`src/logic/scratch_pkg.sv`:
```
package scratch_pkg;

  // Memory geometry
  localparam int data_w = 32;               // Width of one scratchpad word
  localparam int mem_depth = 256;           // Number of words in the array
  localparam int be_w = data_w / 8;         // One enable per byte lane
  localparam int addr_w = $clog2(mem_depth); // Word address width, 8 for 256 words

  // Host address space, the top bit picks the register block over the memory
  localparam int host_addr_w = addr_w + 1;
  localparam int reg_sel_bit = host_addr_w - 1;

  // Register map, decoded from the two low host address bits
  localparam logic [1:0] reg_base   = 2'd0; // Scan start word address
  localparam logic [1:0] reg_count  = 2'd1; // Number of words to scan
  localparam logic [1:0] reg_ctrl   = 2'd2; // Bit 0 written as one starts a scan
  localparam logic [1:0] reg_status = 2'd3; // Bit 0 is the scanner busy flag

  // Width of the word counter, one wider than an address so a full sweep fits
  localparam int count_w = addr_w + 1;

  typedef logic [data_w-1:0]      word_t;
  typedef logic [addr_w-1:0]      mem_addr_t;
  typedef logic [be_w-1:0]        byte_en_t;
  typedef logic [count_w-1:0]     count_t;
  typedef logic [host_addr_w-1:0] host_addr_t;

  // One host access, a read when no byte enable is set
  typedef struct packed {
    logic       en;
    byte_en_t   we;
    host_addr_t addr;
    word_t      wdata;
  } host_req_t;

  // Scan window held by the register block
  typedef struct packed {
    mem_addr_t base;
    count_t    count;
  } scan_cfg_t;

  // Output word stream, no back-pressure
  typedef struct packed {
    logic  valid;
    logic  last;
    word_t data;
  } stream_t;

  typedef enum logic [1:0] {
    idle  = 2'd0,  // Waiting for a start
    run   = 2'd1,  // Issuing one port B read per cycle
    drain = 2'd2   // Last read is in flight
  } scan_state_t;

endpackage

```
`src/logic/block_scanner.sv`:
```
`timescale 1ns/1ns

module block_scanner (
  input  logic                   clk,
  input  logic                   rst_n,
  input  logic                   start,
  input  scratch_pkg::scan_cfg_t cfg,
  output logic                   enb,
  output scratch_pkg::mem_addr_t addrb,
  input  scratch_pkg::word_t     doutb,
  input  logic                   validb,
  output logic                   busy,
  output scratch_pkg::stream_t   out
);

  scratch_pkg::scan_state_t state_q;
  scratch_pkg::scan_state_t state_d;

  scratch_pkg::mem_addr_t addr_q;    // Next word address to read
  scratch_pkg::count_t    remain_q;  // Reads still to issue counting the current one
  logic                   final_rd;  // This cycle issues the last read
  logic                   final_q;   // Last read's data is on doutb now
  logic                   accept;    // Start taken from idle with a nonzero count

  // Starts while busy or with an empty window are dropped here
  assign accept = (state_q == scratch_pkg::idle) && start && (cfg.count != '0);

  assign final_rd = (state_q == scratch_pkg::run) && (remain_q == scratch_pkg::count_t'(1));

  // Next state
  always_comb begin
    state_d = state_q;
    case (state_q)
      scratch_pkg::idle: begin
        if (accept) state_d = scratch_pkg::run;
      end
      scratch_pkg::run: begin
        if (final_rd) state_d = scratch_pkg::drain;
      end
      scratch_pkg::drain: begin
        if (validb && final_q) state_d = scratch_pkg::idle; // Last word leaves now
      end
      default: state_d = scratch_pkg::idle;
    endcase
  end

  always_ff @(posedge clk or negedge rst_n) begin
    if (!rst_n) begin
      state_q <= scratch_pkg::idle;
    end else begin
      state_q <= state_d;
    end
  end

  // Address and word counter load on an accepted start
  always_ff @(posedge clk or negedge rst_n) begin
    if (!rst_n) begin
      addr_q   <= '0;
      remain_q <= '0;
    end else if (accept) begin
      addr_q   <= cfg.base;
      remain_q <= cfg.count;
    end else if (state_q == scratch_pkg::run) begin
      addr_q   <= addr_q + 1'b1;  // Wraps at the top of the array
      remain_q <= remain_q - 1'b1;
    end
  end

  // Lines up with the one-cycle RAM latency so last marks the right word
  always_ff @(posedge clk or negedge rst_n) begin
    if (!rst_n) begin
      final_q <= 1'b0;
    end else begin
      final_q <= final_rd;
    end
  end

  // One read per cycle while running
  assign enb   = (state_q == scratch_pkg::run);
  assign addrb = addr_q;

  // Busy covers the whole scan from the first read until the last word is out
  assign busy = (state_q != scratch_pkg::idle);

  // The stream is the port B answer with last on the final word
  assign out.valid = validb;
  assign out.last  = validb && final_q;
  assign out.data  = doutb;

endmodule

```
`config.mk`:
```
export PLATFORM = sky130hd
export DESIGN_NAME = block_scanner
export DESIGN_NICKNAME = d
export VERILOG_FILES = /design/src/logic/scratch_pkg.sv /design/src/logic/block_scanner.sv
export SDC_FILE = /design/constraint.sdc
export NUM_CORES = 1
export LEC_CHECK = 0
export BUFFER_PORTS_ARGS = -buffer_cell sky130_fd_sc_hd__buf_2
export CAP_MARGIN = 10
export CORE_MARGIN = 3
export CORE_UTILIZATION = 44
export DETAILED_ROUTE_END_ITERATION = 6
export PLACE_DENSITY = 0.91
export SYNTH_ARGS = -nofsm -noshare
export SYNTH_HDL_FRONTEND = slang
export SYNTH_SLANG_ARGS = --single-unit
```
`constraint.sdc`:
```
create_clock -name clk -period 2.8 [get_ports clk]
set_input_delay 0.56 -clock clk [delete_from_list [all_inputs] [get_ports clk]]
set_output_delay 0.56 -clock clk [all_outputs]
set_load 0.05 [all_outputs]
```
==> reports/metrics.yaml <==
status: "complete, no violations"
tightest_slew_ns: 0.673
netlist_instances: 151
ctsHoldBuffers: 0
total_leakage_power_uw: 0.000592
fp.dieH_um: 61.7
wl_mm: 2.57
yosysWarnings: 0
synth_flop_cell: "dfrtp_1"
syn_area_per_cell_um2: 9.03
rows: 19
path_cells: "nand2b_1 -> inv_1 -> buf_2"
rr_startpoint: "state_q[1]$_DFFE_PN0P_"
antenna_cells: 0
final-instance-count-excl-fill: 181
grt_pass1_wl_mm: 4.40
cts_setup_buffers: 0
pin_count: 97
min_path_type: "in -> async"
dr_total_vias: 1004
cp.required_ns: 2.24
worstRegToRegCells: 5
swShare_pct: 51.0
grt_pass1_vias: 1012
clock_sinks: 20
avgRoutedWirePerCell_um: 14.2
cts_tree: "done"
cp-end-kind: "output port"
initial_core_util_pct: 47.8
synthTopCellsByArea: "dfrtp_1 37%, buf_4 18%, nand2_1 5.5%"
die-area_mm2: 0.00380
startpoint_type: "flop"
grt_usage_pct: 15.2
yosys-top-cells-count: "33 x buf_4, 20 x dfrtp_1, 20 x nand2_1"
ys_ff_latch: 20
maxCapViolCount: 0
drt_iter0_drc: 35
die_w_um: 61.7
p_int_uw: 736
grt_max_degree: 21
ys_async_sr_fraction_pct: 100
power_frac_comb_pct: 53.5
clock_latency_ns: 0.29
reg2reg_to: "addrb[7]$_DFFE_PN0P_"
cp_slowest_cell: "dfrtp_1"
grt_setup_unrepaired: "false"
htree_levels: 1
fin_crit_sh_pct: 82.8
setup_viol: 0
clockPowerShare_pct: 9.0
synth_top_area_share_pct: 36.7
drive_above_1_share_pct: 27.3
critPathArrivalTime_ns: 1.76
seqPwrFrac_pct: 37.5
core_mm2: 0.00285
dp_hpwl_mm: 1.96
synth_largest_area_cell: "dfrtp_1"
synth_edf_count: 0
clockBufferDepth: 2
yosysSeqAreaShare_pct: 36.7
ir_worst_vdd_uv: 368
yosysUniqueCellTypes: 37
cts_made_buffers: 3
syn-cell-area_mm2: 0.00136
nets: 208
viasPerCell: 5.55
port_buffers: 32
p_sw_uw: 765
placed_cells: 178
finalCriticalPeriod_ns: 2.32
tns_ns: 0
critPathMaxStageDelay_ns: 0.46
hold_viol: 0
slew_headroom_pct: 55.1
overflow: 0
critPathMaxFanout: 14
fin_skew_ns: 0.00218
syn_to_final_growth_pct: -3.58
clockRootBuffer: "clkbuf_4"
cts_resized: 0
clkTransAtPathRegs_ns: 0.11
dr.pass1.iters: 4
synthesis.nets: 207
critical_path_class: "reg -> out"
clock.fmax_ghz: 0.431
ff2ff_setup_slack_ns: 0.87
detail-route-antenna-nets: 0
yosysMostFrequentCell: "buf_4"
finalMaxSlewViolations: 0
routabilityCongestion: 0.840
pwr_density_cell_mw_per_mm2: 1140
drcViolationCount: 0
antenna_found_initial: 0
## worst max-delay path by stage
stage / to / cells past startpoint / start
3_5_place_dp: addrb[6]$_DFFE_PN0P_ / 5 / cfg[5]
3_3_place_gp: addrb[6]$_DFFE_PN0P_ / 5 / cfg[5]
6_report: enb / 3 / state_q[1]$_DFFE_PN0P_
5_1_grt: enb / 3 / state_q[1]$_DFFE_PN0P_
2_1_floorplan: addrb[6]$_DFFE_PN0P_ / 5 / cfg[5]
4_1_cts: enb / 3 / state_q[1]$_DFFE_PN0P_
## cells by family (layout without fill, tap and decap cells)
kind of cell	count (synthesis)	in the layout	synth area share, %
DFF	20	20	36.7
xor gates and xnor gates	7	7	4.50
and+or+nand+nor	55	55	20.6
AOI/OAI and AO/OA	26	26	14.3
buffers and inverters	40	39	21.2
adders and majority gates	3	3	2.75
## routing by layer
| layer | vias up | wire, um | GRT usage [%] |
|---|---|---|---|
| li1 | 493 | - | - |
| met1 | 474 | 1110 | 19.1 |
| met2 | 30 | 1250 | 25.3 |
| met3 | 7 | 151 | 3.14 |
| met4 | 0 | 55 | 6.36 |
| met5 | - | 0 | 0 |
## layout by cell type (no fill, tap or decap), types with 3 or more instances in the layout
master,instances
xor2_1,7
nand3_1,10
buf_2,32
o21ai_1,6
nor2_1,6
nor3_1,3
o21ai_0,4
ha_1,3
dfrtp_1,20
nand2_1,20
inv_1,3
clkbuf_4,3
o211ai_1,3
## critical path: cells and delay by family, from the launching register on
family,cells,cell delay (ns)
buffers and inverters,2,0.71
DFF,1,0.46
and+or+nand+nor,1,0.29
## through the flow
step                      setup slack (ns)  total power, uW  hold WS [ns]  instance area [um^2]  util (%)
after floorplan                      0.760             1310         0.264                  1360         -
after global placement               0.424             1340         0.517                  1290      45.3
after detailed placement             0.395             1370         0.521                  1290      45.3
after CTS                            0.490             1510         0.203                  1320      46.1
after global routing                 0.375             1620         0.229                  1320      46.1
final                                0.480             1500         0.194                  1320      46.1
## state kept, by name (all words and copies together) (netlist names)
| signal | flops |
|---|---|
| addrb | 8 |
| final_q | 1 |
| state_q | 2 |
| remain_q | 9 |
## power groups by stage
stage | registers, uW | logic [uW] | clock network, uW
floorplan | 737 | 570 | 0
detailed placement | 565 | 806 | 0
CTS | 561 | 808 | 137
global placement | 559 | 781 | 0
finish | 562 | 804 | 135
global route | 585 | 895 | 142
## final cells by class
| type | count | area, um^2 |
|---|---|---|
| tap | 31 | 38.8 |
| fill | 275 | 1540 |
| timing repair buffer | 33 | 168 |
| sequential | 20 | 500 |
| clock buffer | 3 | 22.5 |
| inverter | 3 | 11.3 |
| multi-input combinational | 91 | 574 |
(Power assumes the default switching activity.)
