## src/logic/scratch_pkg.sv

```systemverilog
package scratch_pkg;

  // Memory geometry
  localparam int data_w = 32;               // Width of one scratchpad word
  localparam int mem_depth = 256;           // Number of words in the array
  localparam int be_w = data_w / 8;         // One enable per byte lane
  localparam int addr_w = $clog2(mem_depth); // Word address width, 8 for 256 words

  // Host address space, the top bit picks the register block over the memory
  localparam int host_addr_w = addr_w + 1;
  localparam int reg_sel_bit = host_addr_w - 1;

  // Register map, decoded from the two low host address bits
  localparam logic [1:0] reg_base   = 2'd0; // Scan start word address
  localparam logic [1:0] reg_count  = 2'd1; // Number of words to scan
  localparam logic [1:0] reg_ctrl   = 2'd2; // Bit 0 written as one starts a scan
  localparam logic [1:0] reg_status = 2'd3; // Bit 0 is the scanner busy flag

  // Width of the word counter, one wider than an address so a full sweep fits
  localparam int count_w = addr_w + 1;

  typedef logic [data_w-1:0]      word_t;
  typedef logic [addr_w-1:0]      mem_addr_t;
  typedef logic [be_w-1:0]        byte_en_t;
  typedef logic [count_w-1:0]     count_t;
  typedef logic [host_addr_w-1:0] host_addr_t;

  // One host access, a read when no byte enable is set
  typedef struct packed {
    logic       en;
    byte_en_t   we;
    host_addr_t addr;
    word_t      wdata;
  } host_req_t;

  // Scan window held by the register block
  typedef struct packed {
    mem_addr_t base;
    count_t    count;
  } scan_cfg_t;

  // Output word stream, no back-pressure
  typedef struct packed {
    logic  valid;
    logic  last;
    word_t data;
  } stream_t;

  typedef enum logic [1:0] {
    idle  = 2'd0,  // Waiting for a start
    run   = 2'd1,  // Issuing one port B read per cycle
    drain = 2'd2   // Last read is in flight
  } scan_state_t;

endpackage

```

## src/logic/scan_regs.sv

```systemverilog
`timescale 1ns/1ns

module scan_regs (
  input  logic                   clk,
  input  logic                   rst_n,
  input  scratch_pkg::host_req_t req,   // Already qualified for register space
  input  logic                   busy,  // From the scanner, shown in status
  output scratch_pkg::scan_cfg_t cfg,
  output logic                   start,
  output scratch_pkg::word_t     rdata,
  output logic                   rvalid
);

  scratch_pkg::mem_addr_t base_q;  // Scan base word address
  scratch_pkg::count_t    count_q; // Scan length in words
  scratch_pkg::word_t     rd_val;  // Read value of the addressed register

  logic [1:0] reg_idx;   // Register offset within the block
  logic       wr_base;   // Write strobe for the base register
  logic       wr_count;  // Write strobe for the count register
  logic       wr_start;  // Ctrl write that requests a scan

  assign reg_idx = req.addr[1:0];

  // A write is any access with at least one byte enable
  assign wr_base  = req.en && (|req.we) && (reg_idx == scratch_pkg::reg_base);
  assign wr_count = req.en && (|req.we) && (reg_idx == scratch_pkg::reg_count);

  // Only byte 0 bit 0 of a ctrl write matters
  assign wr_start = req.en && req.we[0] && (reg_idx == scratch_pkg::reg_ctrl)
                    && req.wdata[0];

  // Configuration registers, each byte lane only under its enable
  always_ff @(posedge clk or negedge rst_n) begin
    if (!rst_n) begin
      base_q  <= '0;
      count_q <= '0;
    end else begin
      if (wr_base && req.we[0]) begin
        base_q <= req.wdata[scratch_pkg::addr_w-1:0];
      end
      if (wr_count) begin
        if (req.we[0]) count_q[7:0] <= req.wdata[7:0];   // Low byte of the count
        if (req.we[1]) count_q[8]   <= req.wdata[8];     // Top bit lives in byte 1
      end
    end
  end

  // Start is a single-cycle pulse, the scanner decides whether to accept it
  always_ff @(posedge clk or negedge rst_n) begin
    if (!rst_n) begin
      start <= 1'b0;
    end else begin
      start <= wr_start;
    end
  end

  // Read mux over the current values, so a read in a write cycle sees the old value
  always_comb begin
    rd_val = '0;
    case (reg_idx)
      scratch_pkg::reg_base:   rd_val[scratch_pkg::addr_w-1:0]  = base_q;
      scratch_pkg::reg_count:  rd_val[scratch_pkg::count_w-1:0] = count_q;
      scratch_pkg::reg_status: rd_val[0] = busy;
      default:                 rd_val = '0; // Ctrl has no readable state
    endcase
  end

  // Read data register, updated only on an access
  always_ff @(posedge clk) begin
    if (req.en) begin
      rdata <= rd_val;
    end
  end

  // Every access answers one cycle later
  always_ff @(posedge clk or negedge rst_n) begin
    if (!rst_n) begin
      rvalid <= 1'b0;
    end else begin
      rvalid <= req.en;
    end
  end

  assign cfg.base  = base_q;
  assign cfg.count = count_q;

endmodule

```

## config.mk

```make
export PLATFORM = sky130hd
export DESIGN_NAME = scan_regs
export DESIGN_NICKNAME = d
export VERILOG_FILES = /design/src/logic/scratch_pkg.sv /design/src/logic/scan_regs.sv
export SDC_FILE = /design/constraint.sdc
export NUM_CORES = 1
export LEC_CHECK = 0
export BUFFER_PORTS_ARGS = -buffer_cell sky130_fd_sc_hd__buf_4
export CELL_PAD_IN_SITES_DETAIL_PLACEMENT = 0
export CELL_PAD_IN_SITES_GLOBAL_PLACEMENT = 1
export CORE_AREA = 10 10 75 77
export CTS_BUF_LIST = sky130_fd_sc_hd__clkbuf_4
export DETAILED_ROUTE_END_ITERATION = 8
export DIE_AREA = 0 0 85 87
export GPL_TIMING_DRIVEN = 0
export PLACE_DENSITY = 0.87
export REMOVE_ABC_BUFFERS = 1
export SYNTH_ARGS = -nofsm -noshare
export SYNTH_HDL_FRONTEND = slang
export SYNTH_SLANG_ARGS = --single-unit
```

## constraint.sdc

```tcl
create_clock -name clk -period 2.2 [get_ports clk]
set_clock_uncertainty 0.2 [all_clocks]
set_input_delay 0.11 -clock clk [delete_from_list [all_inputs] [get_ports clk]]
set_output_delay 0.11 -clock clk [all_outputs]
set_load 0.02 [all_outputs]
```

==> metrics.cfg <==
[run_status]
outcome = completed

[logic_synthesis]
count_of_synthesis_stage_warnings_from_yosys = 0
post_synth_cell_types = 17
post-synth-top-area-fraction_pct = 36.5
yosys-top-cells-area = sky130_fd_sc_hd__dfrtp_1 (37%), sky130_fd_sc_hd__edfxtp_1 (21%), sky130_fd_sc_hd__mux2_2 (15%), sky130_fd_sc_hd__buf_4 (14%), sky130_fd_sc_hd__mux2i_1 (6.2%)
syn_area_sq_um = 1300
ys_seq_area_share_pct = 57.3
ys_seq_elements = 28
synth_area_leader_cell = sky130_fd_sc_hd__dfrtp_1
postSynthCellCount = 96
avgSynthCellArea_sq_um = 13.6

[min_path]
holdPathStages = 3
timing.hold.worst_endpoint = base_q[5]
timing.hold.worst.start = req[5]
holdCritPathClass = in2reg

[power_and_ir_drop]
combinational_share_of_power_pct = 31.6
total_switching_power_uw = 468
totalPowerFinal_mw = 1.51
cellPowerDensity_nw_per_um2 = 824
pwr-share-clk_pct = 22.5
internal_power_mw = 1.04
static-leakage-power_nw = 0.874
sequential_share_of_power_pct = 45.9
switching_share_pct = 31.1
peakVddDrop_uv = 235

[clocking]
clk_transition_reported_paths_ns = 0.16
cts-buffers-inserted = 3
cts_tree = done
cts_setup_buffers = 0
htree_num_levels = 1
clock-root-buffer = sky130_fd_sc_hd__clkbuf_4
clock_insertion_delay_worst_skew_ns = 0.33
max-clock-path-buffers = 2
post_cts_resize_count = 0
cts.sink_count = 28

[floorplanning]
floorplan.core_area_sq_um = 4230
number_of_placement_rows = 24
ioPinCount = 100
start_util_pct = 30.7
design.die.area_sq_um = 7400
horizontal_die_dimension_um = 85
die_h_um = 87

[global_routing]
gr-total-overflow = 0
antenna_found_initial = 0
first_global_vias = 1042
largest_net_degree_at_the_start_of_global_routing = 20
groute.usage.overall_pct = 8.99
first_pass_grt_wire_length_um = 5380

[finish]
final_layout_size_suffix_gt1_share_pct = 43.0
final_net_count = 208
final_cell_area_sq_um = 1830
stdcell_count = 210
most_common_cell_after_layout_fill_and_taps_aside = sky130_fd_sc_hd__buf_4
finish.utilization_pct = 43.1
diodes = 0
mostFrequentLayoutCells = sky130_fd_sc_hd__buf_4 (45), sky130_fd_sc_hd__conb_1 (23), sky130_fd_sc_hd__dfrtp_1 (19)
layout-area-overhead-vs-synth_pct = 40.4

[setup_path]
startpoint_type = input port
crit-reg2reg-launch = count_q[8]
worst_setup_path_end_kind = flop
cp_max_fo = 14
cp.required_ns = 2.23
cp_arrival_ns = 2.06
reg2reg_depth = 2
critPathKind = in2reg
timing.rr.end = count_q[8]
register_to_register_path_setup_slack_ns = 0.67

[sta]
final_period_minus_worst_setup_slack_ns = 2.04
fmaxAchievable_ghz = 0.491
drv_slew = 0
maxSlewHeadroom_pct = 42.2
worst_slack_ns = 0.164
final_hold_violation_count = 0
report.final.setup_viol = 0
finalSetupTns_ns = 0
period_share_pct = 92.5
worst_pin_slew_ns = 0.864
finalHoldWorstSlack_ns = 0.347
rsz0062_at_grt = false

[route]
wl_per_cell_um = 15.9
drtIter0Drc = 18
post-route-drc-count = 0
route.detailed.vias_per_inst = 4.14
vias = 870
detailedRoute.firstPassIterationCount = 4
finalWirelength_um = 3340
antenna_violating_nets_post_route = 0

[place]
place_ws_ns = 0.329
dpl.hpwl_um = 2550
finalWeightedCongestion = 0.727
count_of_placed_standard_cells_including_taps = 189
io_buffer_count = 44
detailed_place.area_sq_um = 1600

[job]
maxCapViolCount = 0

==> cells by family after synthesis <==
group,share of synthesized area [%]
buf+inv,14.5
other cells,0.288
simple gates,6.63
compound gates,0.384
flops,57.3
mux,20.9
==> cell usage after synthesis <==
master and count:
sky130_fd_sc_hd__o21ai_0 1, sky130_fd_sc_hd__nor4bb_1 1, sky130_fd_sc_hd__nor3_1 1, sky130_fd_sc_hd__mux2i_1 8, sky130_fd_sc_hd__dfrtp_1 19, sky130_fd_sc_hd__mux2_2 17
sky130_fd_sc_hd__clkbuf_1 1, sky130_fd_sc_hd__nand2_1 2, sky130_fd_sc_hd__and3b_1 1, sky130_fd_sc_hd__edfxtp_1 9, sky130_fd_sc_hd__buf_4 24, sky130_fd_sc_hd__nand4b_1 1
sky130_fd_sc_hd__conb_1 1, sky130_fd_sc_hd__nand3_1 1, sky130_fd_sc_hd__nand4b_2 1, sky130_fd_sc_hd__buf_2 1, sky130_fd_sc_hd__nor2_1 7
==> final cells by class <==
type                            count  area [sq um]
Fill cell                         402          2410
Sequential cell                    28           746
Timing Repair Buffer               62           508
Multi-Input combinational cell     64           455
Tap cell                           52          65.1
Clock inverter                      1          30.0
Clock buffer                        3          22.5
==> per-layer routing <==
metal	GRT usage, %	wire [um]
met2	16.0	1750
met4	2.69	11
met5	0	0
met3	2.72	215
met1	10.0	1360
==> power by group through the flow <==
stage | clock network, mW | registers (mW) | logic (mW)
after global routing | 0.365 | 0.704 | 0.511
after CTS | 0.346 | 0.693 | 0.483
after floorplan | 0 | 0.803 | 0.131
after global placement | 0 | 0.693 | 0.446
final | 0.339 | 0.690 | 0.476
after detailed placement | 0 | 0.705 | 0.454
==> worst max-delay path by stage <==
| stage | startpoint | end | depth (start not counted) |
|---|---|---|---|
| final | req[45] | base_q[2] | 5 |
| after global placement | req[45] | base_q[2] | 3 |
| after global routing | req[45] | base_q[0] | 5 |
| after CTS | req[45] | base_q[2] | 5 |
| after floorplan | req[45] | base_q[0] | 2 |
| after detailed placement | req[45] | base_q[7] | 4 |
==> worst max-delay path, stage by stage <==
cell and delay [ns]:
sky130_fd_sc_hd__dlygate4sd3_1 0.54, sky130_fd_sc_hd__buf_4 0.22, sky130_fd_sc_hd__nor4bb_2 0.60, sky130_fd_sc_hd__buf_4 0.26
sky130_fd_sc_hd__mux2_2 0.33
==> flip-flops by register name (all words and copies together), names as in the netlist <==
signal / cells
count_q: 9
rvalid: 1
start: 1
rdata: 9
base_q: 8
==> repair_timing <==
| action | 4_1_cts | 5_1_grt |
|---|---|---|
| hold buffers | 17 | 0 |
| endpoints found under the setup margin | 0 | 0 |
| hold endpoints to repair | 55 | 0 |
No activity file was read; power rests on OpenSTA's default activity.
